<file path="src/cpc_bus_pkg.sv">
package cpc_bus_pkg;

	//////////////////////////////////////////////////
	// Z80 bus

	typedef logic [15:0] cpu_addr_t;
	typedef logic [7:0]  cpu_data_t;

	// Bus levels seen by the expansion side
	// mem_rd and mem_wr are the memory requests
	typedef struct packed {
		cpu_addr_t addr;
		cpu_data_t dout;
		logic      m1;
		logic      rd;
		logic      wr;
		logic      iorq;
		logic      mem_rd;
		logic      mem_wr;
	} cpu_bus_t;

	//////////////////////////////////////////////////
	// Multiface Two

	typedef logic [12:0] mf2_addr_t;

	typedef struct packed {
		logic disabled;
		logic hidden_at_reset;
	} mf2_cfg_t;

	localparam cpu_addr_t   MF2_NMI_VECTOR = 16'h0066;
	localparam cpu_addr_t   MF2_RET_ADDR   = 16'h0065;
	// FEE8 and FEEA share the upper 14 bits
	localparam logic [13:0] MF2_PORT_BASE  = 14'h3FBA;

	// Port high bytes of the shadowed hardware
	localparam logic [7:0] GA_PORT_HI   = 8'h7F;
	localparam logic [7:0] CRTC_SEL_HI  = 8'hBC;
	localparam logic [7:0] CRTC_DATA_HI = 8'hBD;
	localparam logic [7:0] PPI_CTRL_HI  = 8'hF7;
	localparam logic [7:0] ROM_SEL_HI   = 8'hDF;

	// Shadow locations inside the 8K RAM
	localparam mf2_addr_t SHADOW_PEN_INDEX = 13'h1FCF;
	localparam mf2_addr_t SHADOW_BORDER    = 13'h1FDF;
	localparam mf2_addr_t SHADOW_PEN_BASE  = 13'h1F90;
	localparam mf2_addr_t SHADOW_MODE      = 13'h1FEF;
	localparam mf2_addr_t SHADOW_BANKING   = 13'h1FFF;
	localparam mf2_addr_t SHADOW_CRTC_SEL  = 13'h1CFF;
	localparam mf2_addr_t SHADOW_CRTC_BASE = 13'h1DB0;
	localparam mf2_addr_t SHADOW_PPI       = 13'h17FF;
	localparam mf2_addr_t SHADOW_ROM_SEL   = 13'h1AAC;

endpackage
</file>
<file path="src/mf2_control.sv">
module mf2_control (
	input  logic                  clk_sys,
	input  logic                  reset,
	input  cpc_bus_pkg::cpu_bus_t bus,
	input  logic                  key_nmi,
	input  cpc_bus_pkg::mf2_cfg_t cfg,
	output logic                  nmi,
	output logic                  rom_sel,
	output logic                  ram_sel,
	output logic                  io_write_edge
);

	logic key_q;
	logic m1_q;
	logic io_wr_q;

	logic io_wr;
	logic key_rise;
	logic m1_rise;
	logic io_rise;
	logic port_hit;

	logic enabled;
	logic hidden;

	//////////////////////////////////////////////////
	// Edge detection

	assign io_wr = bus.wr & bus.iorq;
	assign key_rise = key_nmi & ~key_q;
	assign m1_rise = bus.m1 & ~m1_q;
	assign io_rise = io_wr & ~io_wr_q;

	// FEE8 enables, FEEA disables
	assign port_hit = (bus.addr[15:2] == cpc_bus_pkg::MF2_PORT_BASE);

	// Own port writes are not shadowed
	assign io_write_edge = io_rise & ~port_hit;

	//////////////////////////////////////////////////
	// NMI, enable and hide

	always_ff @(posedge clk_sys) begin
		if (reset) begin
			key_q <= 1'b0;
			m1_q <= 1'b0;
			io_wr_q <= 1'b0;
			nmi <= 1'b0;
			enabled <= 1'b0;
			hidden <= cfg.hidden_at_reset;
		end else begin
			key_q <= key_nmi;
			m1_q <= bus.m1;
			io_wr_q <= io_wr;

			if (key_rise && !enabled && !cfg.disabled) begin
				nmi <= 1'b1;
			end
			// Page comes in on the NMI vector fetch
			if (nmi && m1_rise && (bus.addr == cpc_bus_pkg::MF2_NMI_VECTOR)) begin
				enabled <= 1'b1;
				hidden <= 1'b0;
				nmi <= 1'b0;
			end
			if (enabled && m1_rise && (bus.addr == cpc_bus_pkg::MF2_RET_ADDR)) begin
				hidden <= 1'b1;
			end
			if (io_rise && port_hit) begin
				enabled <= ~bus.addr[1] & ~hidden & ~cfg.disabled;
			end
		end
	end

	// ROM at 0000-1FFF and RAM at 2000-3FFF
	assign rom_sel = enabled & (bus.addr[15:13] == 3'b000);
	assign ram_sel = enabled & (bus.addr[15:13] == 3'b001);

endmodule

</file>
<file path="config.mk">
export PLATFORM = sky130hd
export DESIGN_NAME = mf2_control
export DESIGN_NICKNAME = d
export VERILOG_FILES = /design/src/cpc_bus_pkg.sv /design/src/mf2_control.sv
export SDC_FILE = /design/constraint.sdc
export NUM_CORES = 1
export LEC_CHECK = 0
export BUFFER_PORTS_ARGS = -buffer_cell sky130_fd_sc_hd__buf_2
export CORE_AREA = 5 5 42 44
export CTS_CLUSTER_SIZE = 28
export DETAILED_ROUTE_END_ITERATION = 10
export DIE_AREA = 0 0 47 49
export GPL_TIMING_DRIVEN = 0
export HOLD_SLACK_MARGIN = 0.15
export PLACE_DENSITY = 0.69
export SLEW_MARGIN = 10
export SYNTH_ARGS = -nofsm -noshare
export SYNTH_HDL_FRONTEND = slang
export SYNTH_SLANG_ARGS = --single-unit
</file>
<file path="constraint.sdc">
create_clock -name clk_sys -period 1.3 [get_ports clk_sys]
set_input_delay 0.065 -clock clk_sys [delete_from_list [all_inputs] [get_ports clk_sys]]
set_output_delay 0.065 -clock clk_sys [all_outputs]
set_load 0.1 [all_outputs]
</file>
* Yosys cells after proc, flatten, opt, wreduce, memory -nomap -nowiden
Cells that the tools add are included.
Cells by class: eq/ne operators 4, mux-type cells 5, bitwise operators 16, reduce and logical (&&, ||, !) cells 13
Operator list (number):
- 16-bit by 7-bit == test with 1-bit output, second input constant | 2
- 14-bit == test, second input constant | 1
- 1-bit bitwise AND | 9
- 1-bit logical AND | 7
- 1-bit inverter | 7
- 1-bit two-way mux | 5
- 3-bit by 1-bit == test with 1-bit output, second input constant | 1
- 3-bit zero test | 1
- 3-bit nonzero test | 1
- 1-bit zero test | 2
- 2-bit nonzero test | 1
- 2-bit OR reduction | 1
Storage, ports and cells: bits in registers 6, input bits 35, output and inout bits 4, word-level logic and storage cells 44

* Longest topological paths before layout
Gate-level depths: netlist of the first run.
word-level depth 7, depth in mapped cells 4, depth with buffers taken out 4

* Worst setup path after synthesis of the first run
No wires, ideal clock.
path type register to output, start point register enabled, end point output port rom_sel, path buffers 0, slack -2231 ps, required time 1235 ps, cell stages (with the launch flop) 2, arrival 3466 ps, cells stage by stage dfxtp_1 -> nor4b_1
Between the ends: longest elaborated chain between the ends 1
RTL lines:
- start: declaration | RTL line mf2_control.sv:23 | logic enabled;
- start signal: assignment | RTL line mf2_control.sv:69 | enabled <= ~bus.addr[1] & ~hidden & ~cfg.disabled;
- 1-bit bitwise AND | RTL line mf2_control.sv:75 | assign rom_sel = enabled & (bus.addr[15:13] == 3'b000);
- end: declaration | RTL line mf2_control.sv:8 | output logic rom_sel,
No other way between the ends.

* Final worst setup path of the first run
start point register m1_q, end point register hidden (enable)
Between the ends: longest elaborated chain between the ends 5, elaborated cells on any way between the ends 7, classes of those cells bitwise (2); reduce/logical (5)
RTL lines:
- start: declaration | RTL line mf2_control.sv:14 | logic m1_q;
- start signal: assignment | RTL line mf2_control.sv:53 | m1_q <= bus.m1;
- 1-bit inverter (*) | RTL line mf2_control.sv:31 | assign m1_rise = bus.m1 & ~m1_q;
- 1-bit bitwise AND (*) | RTL line mf2_control.sv:31
- 1-bit logical AND (on tied branches) (2 in a row) | RTL line mf2_control.sv:60, mf2_control.sv:65
- 3-bit nonzero test (no source line) (*)
- end signal: assignment | RTL line mf2_control.sv:50 | hidden <= cfg.hidden_at_reset;
- end: declaration | RTL line mf2_control.sv:24 | logic hidden;
Mark *: on every way between the ends. The rest lies on a longest branch, timed or not. A chain may end at the register's enable or synchronous reset.

==> impl_metrics.sql, run 1 <==
INSERT INTO impl_metrics (metric_group, metric, value, unit) VALUES
('floorplanning', 'die_w', '47', 'microns'),
('cts', 'clock_sinks', '6', ''),
('cells_and_area', 'antenna-diode-count', '0', ''),
('detailed_routing', 'detailroute.via_count', '461', ''),
('cts', 'clk-insertion-delay-late', '0.25', 'ns'),
('cts', 'post_cts_buffers', '0', ''),
('synthesis', 'synth.ff_latch_count', '6', ''),
('synthesis', 'netlist_area', '368', 'sq um'),
('synthesis', 'yosys-top-cells-area', 'sky130_fd_sc_hd__dfxtp_1 (27%), sky130_fd_sc_hd__edfxtp_1 (8.2%), sky130_fd_sc_hd__nor4b_2 (8.2%), sky130_fd_sc_hd__nand2_1 (5.1%), sky130_fd_sc_hd__nand4b_1 (4.8%)', ''),
('detailed_routing', 'finalWirelength', '1130', 'microns'),
('setup_path', 'critical_path_required', '1.26', 'ns'),
('synthesis', 'ys_warn_count', '0', ''),
('cts', 'cts_buffer_depth', '2', ''),
('cts', 'ctsRootBufferMaster', 'sky130_fd_sc_hd__clkbuf_4', ''),
('global_routing', 'pin_count_of_the_biggest_net_entering_global_routing', '9', ''),
('sta', 'unrepaired_setup_endpoints_after_global_routing', 'true', ''),
('cells_and_area', 'finalInstanceArea', '669', 'sq um'),
('sta', 'min_period_over_period', '97.1', '%'),
('cts', 'clkSlewWorstSetupHoldPaths', '0.05', 'ns'),
('floorplanning', 'dieHeight', '49', 'microns'),
('place', 'place_area', '553', 'sq um'),
('sta', 'timing.setup.tns', '0', 'ns'),
('synthesis', 'postSynthAreaPerCell', '9.94', 'sq um'),
('global_routing', 'met3_usage', '5.90', '%'),
('setup_path', 'setup_crit_start_kind', 'register', ''),
('detailed_routing', 'avgRoutedWirePerCell', '12.4', 'microns'),
('synthesis', 'mappedNetlistNets', '72', ''),
('sta', 'tightest_slew', '0.485', 'ns'),
('run_status', 'run_status', 'completed', ''),
('sta', 'finClkSkew', '0.00265', 'ns'),
('floorplanning', 'fp.coreArea', '1400', 'sq um'),
('synthesis', 'cell_count_after_synthesis', '37', ''),
('global_routing', 'grt_overflow_total', '0', ''),
('sta', 'period_needed', '1.26', 'ns'),
('global_routing', 'use_met1', '13.3', '%'),
('floorplanning', 'initial_utilization', '26.3', '%'),
('cts', 'clock_tree_from_tritoncts', 'done', ''),
('sta', 'timing.slew.headroom', '67.9', '%'),
('place', 'globalplace.congestion', '0.707', ''),
('setup_path', 'timing_worst_setup_path_type', 'reg2reg', ''),
('detailed_routing', 'drt_iter0_markers', '11', ''),
('setup_path', 'cp-end-kind', 'register', ''),
('cells_and_area', 'post_route_cells_drive_above_1_share', '53.3', '%'),
('global_routing', 'met2_usage', '17.0', '%'),
('global_routing', 'first_global_vias', '441', ''),
('sta', 'timing.fmax', '793', 'MHz'),
('cells_and_area', 'final_standard_cell_count_with_taps_included_and_fillers_excluded', '91', ''),
('cts', 'clock_tree.htree_level_count', '1', ''),
('cts', 'cts_buffers', '3', ''),
('cells_and_area', 'flow.area_growth_from_synthesis', '82.0', '%'),
('detailed_routing', 'avgViaCountPerCell', '5.07', ''),
('floorplanning', 'row_count', '14', ''),
('global_routing', 'top_usage_layer', 'met2', ''),
('detailed_routing', 'detailedRoute.firstPassIterationCount', '4', ''),
('pwr', 'power_density', '785', 'nW/um^2'),
('detailed_routing', 'drc', '0', ''),
('job', 'max_cap_violations', '0', ''),
('place', 'placed_cells_incl_taps', '80', ''),
('setup_path', 'critical_path.max_fanout', '3', ''),
('detailed_routing', 'ant_nets', '0', ''),
('sta', 'finalMaxSlewViolations', '0', ''),
('pwr', 'report.power.total', '525', 'uW'),
('pwr', 'vdd.ir_drop.worst', '383', 'uV'),
('setup_path', 'cp.arrival', '1.22', 'ns'),
('cells_and_area', 'fillers', '147', ''),
('synthesis', 'yosys.cell_types.count', '22', ''),
('cells_and_area', 'fin_nets', '111', ''),
('floorplanning', 'dieArea', '2300', 'sq um'),
('worst_hold_path', 'min-delay-path-class', 'in2reg', ''),
('sta', 'hold_violations', '0', ''),
('synthesis', 'sequential_share_of_the_synthesized_area', '35.4', '%'),
('floorplanning', 'floorplan.io_pins', '39', ''),
('global_routing', 'gr-usage-all-layers', '11.1', '%'),
('synthesis', 'synth_largest_type_area_fraction', '27.2', '%'),
('global_routing', 'grt_antenna_before_repair', '0', ''),
('sta', 'setup_failing_eps_final', '0', ''),
('synthesis', 'netlist.top_cell.by_area', 'sky130_fd_sc_hd__dfxtp_1', ''),
('place', 'port-buffer-count', '27', ''),
('pwr', 'static-leakage-power', '0.281', 'nW'),
('global_routing', 'wire_length_of_the_first_global_routing_pass', '1840', 'microns');
metal layers:
layer	share of wire, %	vias up
li1	-	226
met3	14	0
met5	0	-
met1	35	204
met4	0	0
met2	51	31
timing repair:
item	in CTS	in global routing
pin swaps	1	1
gates cloned	0	0
endpoints found under the setup margin	3	8
hold buffers	8	0
endpoints found under the hold margin	5	0
gates resized for setup	2	4
path summary, 6_finish.rpt:
| path | start | to | slack [ns] | cells after the start |
|---|---|---|---|---|
| setup / recovery | m1_q | hidden | 0.04 | 3 |
| hold reg to reg | nmi | nmi | 0.55 | 2 |
| setup reg to reg | m1_q | hidden | 0.04 | 3 |
| hold / removal | bus[15] | hidden | 0.18 | 2 |
metrics by stage:
stage | setup slack [ns] | hold slack [ns] | utilization, %
final | 0.0383 | 0.178 | 47.8
after global routing | -0.0462 | 0.185 | 47.8
after CTS | 0.0150 | 0.173 | 47.4
after detailed placement | 0.00932 | 0.297 | 39.5
after global placement | 0.0248 | 0.286 | 39.5
after floorplan | -0.163 | 0.134 | -
sequential cells by signal (all words and copies together), names as in the netlist:
register / cells
key_q: 1
io_wr_q: 1
nmi: 1
enabled: 1
m1_q: 1
hidden: 1
cell type report:
class,count,area (sq um),area share [%]
clock buffer,4,26.3,3.93
timing repair buffer,34,216,32.3
tap,16,20.0,2.99
sequential,6,134,20.0
multi-input combinational,31,273,40.7
cell usage in the layout, fill, tap and decap left out, types with 2 or more instances in the layout:
master,instances
sky130_fd_sc_hd__buf_4,2
sky130_fd_sc_hd__dlygate4sd3_1,7
sky130_fd_sc_hd__nor2_1,3
sky130_fd_sc_hd__nor4b_2,2
sky130_fd_sc_hd__nand4b_1,2
sky130_fd_sc_hd__dfxtp_1,4
sky130_fd_sc_hd__clkbuf_4,3
sky130_fd_sc_hd__nand2_1,5
sky130_fd_sc_hd__nor2b_1,2
sky130_fd_sc_hd__buf_2,24
cells by family (layout without fill, tap and decap cells):
kind of cell	Yosys count	count (layout)	synth area share (%)
flip-flops	6	6	35.4
AO/OA/AOI/OAI	5	5	13.3
AND/OR/NAND/NOR	26	26	51.4
buffers and inverters	0	38	0
synthesized netlist by cell type:
master	number
sky130_fd_sc_hd__a31oi_1	1
sky130_fd_sc_hd__and2_1	1
sky130_fd_sc_hd__and4bb_2	1
sky130_fd_sc_hd__dfxtp_1	5
sky130_fd_sc_hd__edfxtp_1	1
sky130_fd_sc_hd__nand2_1	5
sky130_fd_sc_hd__nand4_1	1
sky130_fd_sc_hd__nand4b_1	2
sky130_fd_sc_hd__nand4bb_1	1
sky130_fd_sc_hd__nor2_1	3
sky130_fd_sc_hd__nor2b_1	2
sky130_fd_sc_hd__nor3_1	2
sky130_fd_sc_hd__nor3_2	1
sky130_fd_sc_hd__nor4_1	1
sky130_fd_sc_hd__nor4_2	1
sky130_fd_sc_hd__nor4b_1	2
sky130_fd_sc_hd__nor4b_2	2
sky130_fd_sc_hd__o21bai_1	1
sky130_fd_sc_hd__o22a_1	1
sky130_fd_sc_hd__o31a_2	1
sky130_fd_sc_hd__o41ai_2	1
sky130_fd_sc_hd__or3_1	1
report_power, final:
| part | switching, mW | leakage [nW] | internal [mW] |
|---|---|---|---|
| combinational | 0.0711 | 0.214 | 0.0590 |
| sequential | 0.00478 | 0.0515 | 0.198 |
| clock | 0.0757 | 0.0150 | 0.117 |
| total | 0.152 | 0.281 | 0.374 |
worst max-delay path, cell delays in order (launching register included):
cell	delay, ns
sky130_fd_sc_hd__dfxtp_1	0.31
sky130_fd_sc_hd__nor4b_2	0.26
sky130_fd_sc_hd__nand4b_1	0.21
sky130_fd_sc_hd__o21bai_1	0.19
Power figures use the tool's default switching activity.
==> run 2: changes to the inputs <==
==> constraint.sdc (replaced) <==
create_clock -name clk_sys -period 1.3 [get_ports clk_sys]
set_input_delay 0.39 -clock clk_sys [delete_from_list [all_inputs] [get_ports clk_sys]]
set_output_delay 0.39 -clock clk_sys [all_outputs]
set_load 0.1 [all_outputs]
==> impl_metrics.sql, run 2 (synthesis gave the netlist of run 1 again) <==
INSERT INTO impl_metrics (metric_group, metric, value, unit) VALUES
('detailed_routing', 'avgViaCountPerCell', '4.99', ''),
('cts', 'cts_buffer_depth', '2', ''),
('detailed_routing', 'detailroute.via_count', '429', ''),
('sta', 'min_period_over_period', '125', '%'),
('global_routing', 'gr-usage-all-layers', '9.81', '%'),
('global_routing', 'pin_count_of_the_biggest_net_entering_global_routing', '9', ''),
('setup_path', 'critical_path_required', '0.91', 'ns'),
('cells_and_area', 'antenna-diode-count', '0', ''),
('run_status', 'run_status', 'finished with violations', ''),
('pwr', 'power_density', '765', 'nW/um^2'),
('job', 'max_cap_violations', '0', ''),
('cts', 'clock_sinks', '6', ''),
('sta', 'timing.slew.headroom', '80.2', '%'),
('detailed_routing', 'ant_nets', '0', ''),
('floorplanning', 'row_count', '14', ''),
('pwr', 'static-leakage-power', '0.277', 'nW'),
('setup_path', 'crit_path_start', 'bus[16]', ''),
('setup_path', 'cp-end-kind', 'output port', ''),
('detailed_routing', 'avgRoutedWirePerCell', '11.6', 'microns'),
('sta', 'period_needed', '1.63', 'ns'),
('setup_path', 'cp.arrival', '1.24', 'ns'),
('setup_path', 'critical_path.max_fanout', '2', ''),
('detailed_routing', 'drc', '0', ''),
('place', 'globalplace.congestion', '0.678', ''),
('cells_and_area', 'flow.area_growth_from_synthesis', '87.8', '%'),
('worst_hold_path', 'min-delay-start', 'key_nmi', ''),
('place', 'place_hpwl', '835', 'microns'),
('floorplanning', 'floorplan.io_pins', '39', ''),
('cts', 'clkSlewWorstSetupHoldPaths', '0.05', 'ns'),
('floorplanning', 'dieHeight', '49', 'microns'),
('cts', 'clock_tree_from_tritoncts', 'done', ''),
('detailed_routing', 'finalWirelength', '996', 'microns'),
('sta', 'fin_ws', '-0.331', 'ns'),
('setup_path', 'r2r_start', 'm1_q', ''),
('detailed_routing', 'drt_iter0_markers', '4', ''),
('sta', 'finalMaxSlewViolations', '0', ''),
('pwr', 'vdd.ir_drop.worst', '339', 'uV'),
('setup_path', 'setup_crit_start_kind', 'input pin', ''),
('pwr', 'report.power.total', '528', 'uW'),
('sta', 'hold_violations', '0', ''),
('sta', 'timing.fmax', '613', 'MHz'),
('place', 'place_area', '566', 'sq um'),
('cells_and_area', 'final_common_cell', 'sky130_fd_sc_hd__buf_2', ''),
('sta', 'setup_failing_eps_final', '3', ''),
('detailed_routing', 'detailedRoute.firstPassIterationCount', '2', ''),
('place', 'port-buffer-count', '27', ''),
('cells_and_area', 'final_cell_mix', 'sky130_fd_sc_hd__buf_2 (19), sky130_fd_sc_hd__nand2_1 (5), sky130_fd_sc_hd__buf_4 (4), sky130_fd_sc_hd__buf_6 (4)', ''),
('cts', 'cts_buffers', '3', ''),
('cells_and_area', 'post_route_cells_drive_above_1_share', '64.3', '%'),
('global_routing', 'grt_overflow_total', '0', ''),
('cells_and_area', 'final_core_util', '49.3', '%'),
('worst_hold_path', 'min-delay-path-class', 'in2reg', ''),
('cts', 'cts.hold.buffers_added', '0', ''),
('floorplanning', 'die_w', '47', 'microns'),
('sta', 'tightest_slew', '0.295', 'ns'),
('cells_and_area', 'fin_nets', '106', ''),
('global_routing', 'first_global_vias', '452', ''),
('sta', 'unrepaired_setup_endpoints_after_global_routing', 'true', ''),
('run_status', 'failed_checks', 'setup timing', ''),
('setup_path', 'reg2reg_setup_slack', '0.04', 'ns'),
('sta', 'finClkSkew', '0.00631', 'ns'),
('global_routing', 'wire_length_of_the_first_global_routing_pass', '1650', 'microns'),
('cells_and_area', 'finalInstanceArea', '691', 'sq um'),
('floorplanning', 'dieArea', '2300', 'sq um'),
('cts', 'clock_tree.htree_level_count', '1', ''),
('cts', 'ctsRootBufferMaster', 'sky130_fd_sc_hd__clkbuf_4', ''),
('global_routing', 'grt_antenna_before_repair', '0', ''),
('sta', 'timing.setup.tns', '-0.558', 'ns'),
('cts', 'clk-insertion-delay-late', '0.25', 'ns'),
('setup_path', 'timing_worst_setup_path_type', 'in2out', ''),
('floorplanning', 'initial_utilization', '26.3', '%'),
('floorplanning', 'fp.coreArea', '1400', 'sq um');
==> run 2: changes by cell type in the layout (fill, tap and decap cells not counted), moves of 2 or more <==
cell                            delta
sky130_fd_sc_hd__buf_12            +2
sky130_fd_sc_hd__buf_6             +3
sky130_fd_sc_hd__buf_2             -5
sky130_fd_sc_hd__dlygate4sd3_1     -7
sky130_fd_sc_hd__buf_4             +2
==> run 2: final timing paths <==
check                   to  cells after the start
max          io_write_edge                      5
min                  key_q                      2
max reg2reg         hidden                      3
min reg2reg            nmi                      2
==> run 2: timing repair <==
action,CTS,global route
hold endpoints to repair,0,0
endpoints found under the setup margin,4,5
gates resized for setup,18,2
pin swaps,5,4
setup buffers,2,0
==> run 2: worst max-delay path, stage by stage <==
cell	delay, ns
sky130_fd_sc_hd__buf_6	0.09
sky130_fd_sc_hd__nand4b_1	0.20
sky130_fd_sc_hd__nor4_4	0.32
sky130_fd_sc_hd__nor3_4	0.07
sky130_fd_sc_hd__buf_12	0.17
==> run 2: layout make-up <==
type	instances	area, sq um
clock buffer	4	26.3
fill	138	711
multi-input combinational	31	299
sequential	6	135
tap	16	20.0
timing repair buffer	29	210
==> run 2: metal layers <==
metal | vias to the layer above | track usage [%] | wire, microns
met2 | 19 | 14.0 | 487
li1 | 217 | - | -
met5 | - | 0 | 0
met3 | 2 | 3.32 | 117
met1 | 191 | 11.1 | 376
met4 | 0 | 8.29 | 14
==> run 2: through the flow <==
stage,hold slack [ns],setup slack [ns],cells
after floorplan,0.459,-0.569,37
after global placement,0.511,-0.539,80
after global routing,0.356,-0.401,86
after detailed placement,0.518,-0.542,80
after CTS,0.354,-0.340,86
final,0.359,-0.331,86
==> run 2: power breakdown <==
part	leakage, nW	internal (mW)	switching (mW)
registers	0.0520	0.198	0.00446
logic	0.210	0.0621	0.0711
clock network	0.0150	0.117	0.0761
total	0.277	0.377	0.152
==> run 3: changes to the inputs <==
BUFFER_PORTS_ARGS = not set   (was -buffer_cell sky130_fd_sc_hd__buf_2)
DONT_BUFFER_PORTS = 1   (was not set)
PLACE_DENSITY = not set   (was 0.69)
==> impl_metrics.sql, run 3 (synthesis gave the netlist of run 1 again) <==
INSERT INTO impl_metrics (metric_group, metric, value, unit) VALUES
('setup_path', 'setup_crit_start_kind', 'register', ''),
('global_routing', 'wire_length_of_the_first_global_routing_pass', '1450', 'microns'),
('cells_and_area', 'final_common_cell', 'sky130_fd_sc_hd__nand2_1', ''),
('floorplanning', 'dieHeight', '49', 'microns'),
('global_routing', 'met2_usage', '11.8', '%'),
('pwr', 'sequentialPowerShare', '47.9', '%'),
('sta', 'finClkSkew', '0.0128', 'ns'),
('cells_and_area', 'flow.area_growth_from_synthesis', '47.3', '%'),
('place', 'port-buffer-count', '0', ''),
('global_routing', 'met3_usage', '2.95', '%'),
('cells_and_area', 'final_standard_cell_count_with_taps_included_and_fillers_excluded', '61', ''),
('detailed_routing', 'avgRoutedWirePerCell', '15.4', 'microns'),
('place', 'globalplace.congestion', '0.734', ''),
('global_routing', 'pin_count_of_the_biggest_net_entering_global_routing', '9', ''),
('cts', 'ctsRootBufferMaster', 'sky130_fd_sc_hd__clkbuf_4', ''),
('setup_path', 'worstRegToRegCells', '7', ''),
('global_routing', 'grt_overflow_total', '0', ''),
('global_routing', 'grt_antenna_before_repair', '0', ''),
('cells_and_area', 'antenna-diode-count', '0', ''),
('setup_path', 'worstPathCellList', 'nor4b_4', ''),
('pwr', 'vdd.ir_drop.worst', '311', 'uV'),
('worst_hold_path', 'min-delay-path-class', 'in2reg', ''),
('cells_and_area', 'finalInstanceArea', '542', 'sq um'),
('floorplanning', 'row_count', '14', ''),
('pwr', 'report.power.total', '453', 'uW'),
('sta', 'fin_ws', '-0.705', 'ns'),
('detailed_routing', 'finalWirelength', '939', 'microns'),
('detailed_routing', 'detailedRoute.firstPassIterationCount', '4', ''),
('cts', 'clock_tree_from_tritoncts', 'done', ''),
('floorplanning', 'fp.coreArea', '1400', 'sq um'),
('pwr', 'pwr-share-clk', '41.0', '%'),
('global_routing', 'use_met1', '11.1', '%'),
('cts', 'cts_buffers', '3', ''),
('sta', 'timing.fmax', '499', 'MHz'),
('global_routing', 'first_global_vias', '365', ''),
('floorplanning', 'dieArea', '2300', 'sq um'),
('setup_path', 'r2r_start', 'enabled', ''),
('setup_path', 'timing_worst_setup_path_type', 'reg2out', ''),
('cells_and_area', 'post_route_cells_drive_above_1_share', '48.9', '%'),
('pwr', 'netSwitchingFraction', '25.5', '%'),
('cells_and_area', 'fin_nets', '81', ''),
('detailed_routing', 'ant_nets', '0', ''),
('pwr', 'static-leakage-power', '0.180', 'nW'),
('setup_path', 'critical-path-max-stage-delay', '1.04', 'ns'),
('pwr', 'relative_contribution_of_combinational_cells_to_total_power', '11.1', '%'),
('setup_path', 'worst_path_dominant_cell_family', 'simple AND/OR/NAND/NOR gates', ''),
('place', 'place_area', '430', 'sq um'),
('floorplanning', 'die_w', '47', 'microns'),
('worst_hold_path', 'timing.hold.worst_endpoint', 'nmi', ''),
('worst_hold_path', 'min-delay-start', 'reset', ''),
('sta', 'period_needed', '2.01', 'ns'),
('detailed_routing', 'detailroute.via_count', '337', ''),
('setup_path', 'regToRegEndpoint', 'hidden', ''),
('sta', 'timing.hold.ws', '0.200', 'ns'),
('global_routing', 'top_usage_layer', 'met2', ''),
('detailed_routing', 'avgViaCountPerCell', '5.52', ''),
('cts', 'clk-insertion-delay-late', '0.24', 'ns'),
('floorplanning', 'initial_utilization', '26.3', '%'),
('setup_path', 'critical_path.max_fanout', '2', ''),
('place', 'placed_cells_incl_taps', '53', ''),
('pwr', 'cell_internal_pwr', '337', 'uW'),
('worst_hold_path', 'worst_hold_path.num_cells', '1', ''),
('sta', 'min_period_over_period', '154', '%'),
('cts', 'clock_tree.htree_level_count', '1', ''),
('cells_and_area', 'final_cell_mix', 'sky130_fd_sc_hd__nand2_1 (4), sky130_fd_sc_hd__nor2_1 (3), sky130_fd_sc_hd__clkbuf_4 (3), sky130_fd_sc_hd__buf_6 (3)', ''),
('pwr', 'power_density', '836', 'nW/um^2'),
('detailed_routing', 'drc', '0', ''),
('sta', 'tightest_slew', '1.33', 'ns'),
('cts', 'cts_buffer_depth', '2', ''),
('setup_path', 'critical_path_required', '0.91', 'ns'),
('setup_path', 'cp-end-kind', 'output port', ''),
('sta', 'hold_violations', '0', ''),
('sta', 'unrepaired_setup_endpoints_after_global_routing', 'true', ''),
('detailed_routing', 'drt_iter0_markers', '6', ''),
('global_routing', 'gr-usage-all-layers', '8.61', '%'),
('sta', 'timing.slew.headroom', '11.2', '%'),
('run_status', 'run_status', 'finished with violations', ''),
('cells_and_area', 'regArea', '139', 'sq um'),
('setup_path', 'worst_path_max_delay_cell', 'sky130_fd_sc_hd__nor4b_4', ''),
('setup_path', 'reg2reg_setup_slack', '-0.05', 'ns'),
('sta', 'setup_failing_eps_final', '5', ''),
('setup_path', 'timing.critical_path.buf_inv', '0', ''),
('cells_and_area', 'fillers', '141', ''),
('cells_and_area', 'multi_input_area', '315', 'sq um'),
('cts', 'clkSlewWorstSetupHoldPaths', '0.06', 'ns'),
('sta', 'finalMaxSlewViolations', '0', ''),
('job', 'max_cap_violations', '0', ''),
('pwr', 'netSwitchingPower', '116', 'uW'),
('setup_path', 'cp.arrival', '1.62', 'ns'),
('cts', 'clock_sinks', '6', ''),
('floorplanning', 'floorplan.io_pins', '39', ''),
('cts', 'cts.hold.buffers_added', '0', ''),
('run_status', 'failed_checks', 'setup timing', ''),
('cells_and_area', 'final_core_util', '38.7', '%');
[run 3: routing by layer]
layer	share of wire (%)	routed length (microns)
met2	48	451
met5	0	0
met3	13	118
met1	39	370
met4	0	0
[run 3: what timing repair did]
item                                    in CTS  in global routing
buffers inserted                             3                  1
endpoints found under the setup margin       4                  6
resized for setup                            5                  6
pin swaps                                    3                  6
[run 3: stage by stage]
stage / setup slack (ns) / setup TNS [ns]
global placement: -0.587 / -1.69
CTS: -0.718 / -1.56
global route: -0.735 / -1.96
floorplan: -0.569 / -1.19
detailed placement: -0.588 / -1.73
finish: -0.705 / -1.67
[run 3: layout make-up]
| class | instances | share of cell area, % |
|---|---|---|
| well taps | 16 | 3.70 |
| clock buffers | 4 | 4.85 |
| repair buffers | 4 | 7.62 |
| multi-input cells | 31 | 58.2 |
| flip-flops and latches | 6 | 25.6 |
[run 3: how the worst max path moves through the flow]
stage / startpoint / end / slack (ns) / depth (start not counted)
after floorplan: bus[27] / rom_sel / -0.57 / 1
after global placement: bus[27] / rom_sel / -0.59 / 1
after detailed placement: bus[27] / rom_sel / -0.59 / 1
after CTS: enabled / rom_sel / -0.72 / 1
after global routing: enabled / rom_sel / -0.74 / 1
final: enabled / rom_sel / -0.71 / 1
[run 3: power groups by stage]
stage	clock [mW]	combinational [mW]	sequential, mW
after floorplan	0	0.0424	0.220
after global placement	0	0.0448	0.222
after detailed placement	0	0.0453	0.221
after CTS	0.187	0.0480	0.216
after global routing	0.200	0.0548	0.218
final	0.186	0.0505	0.217
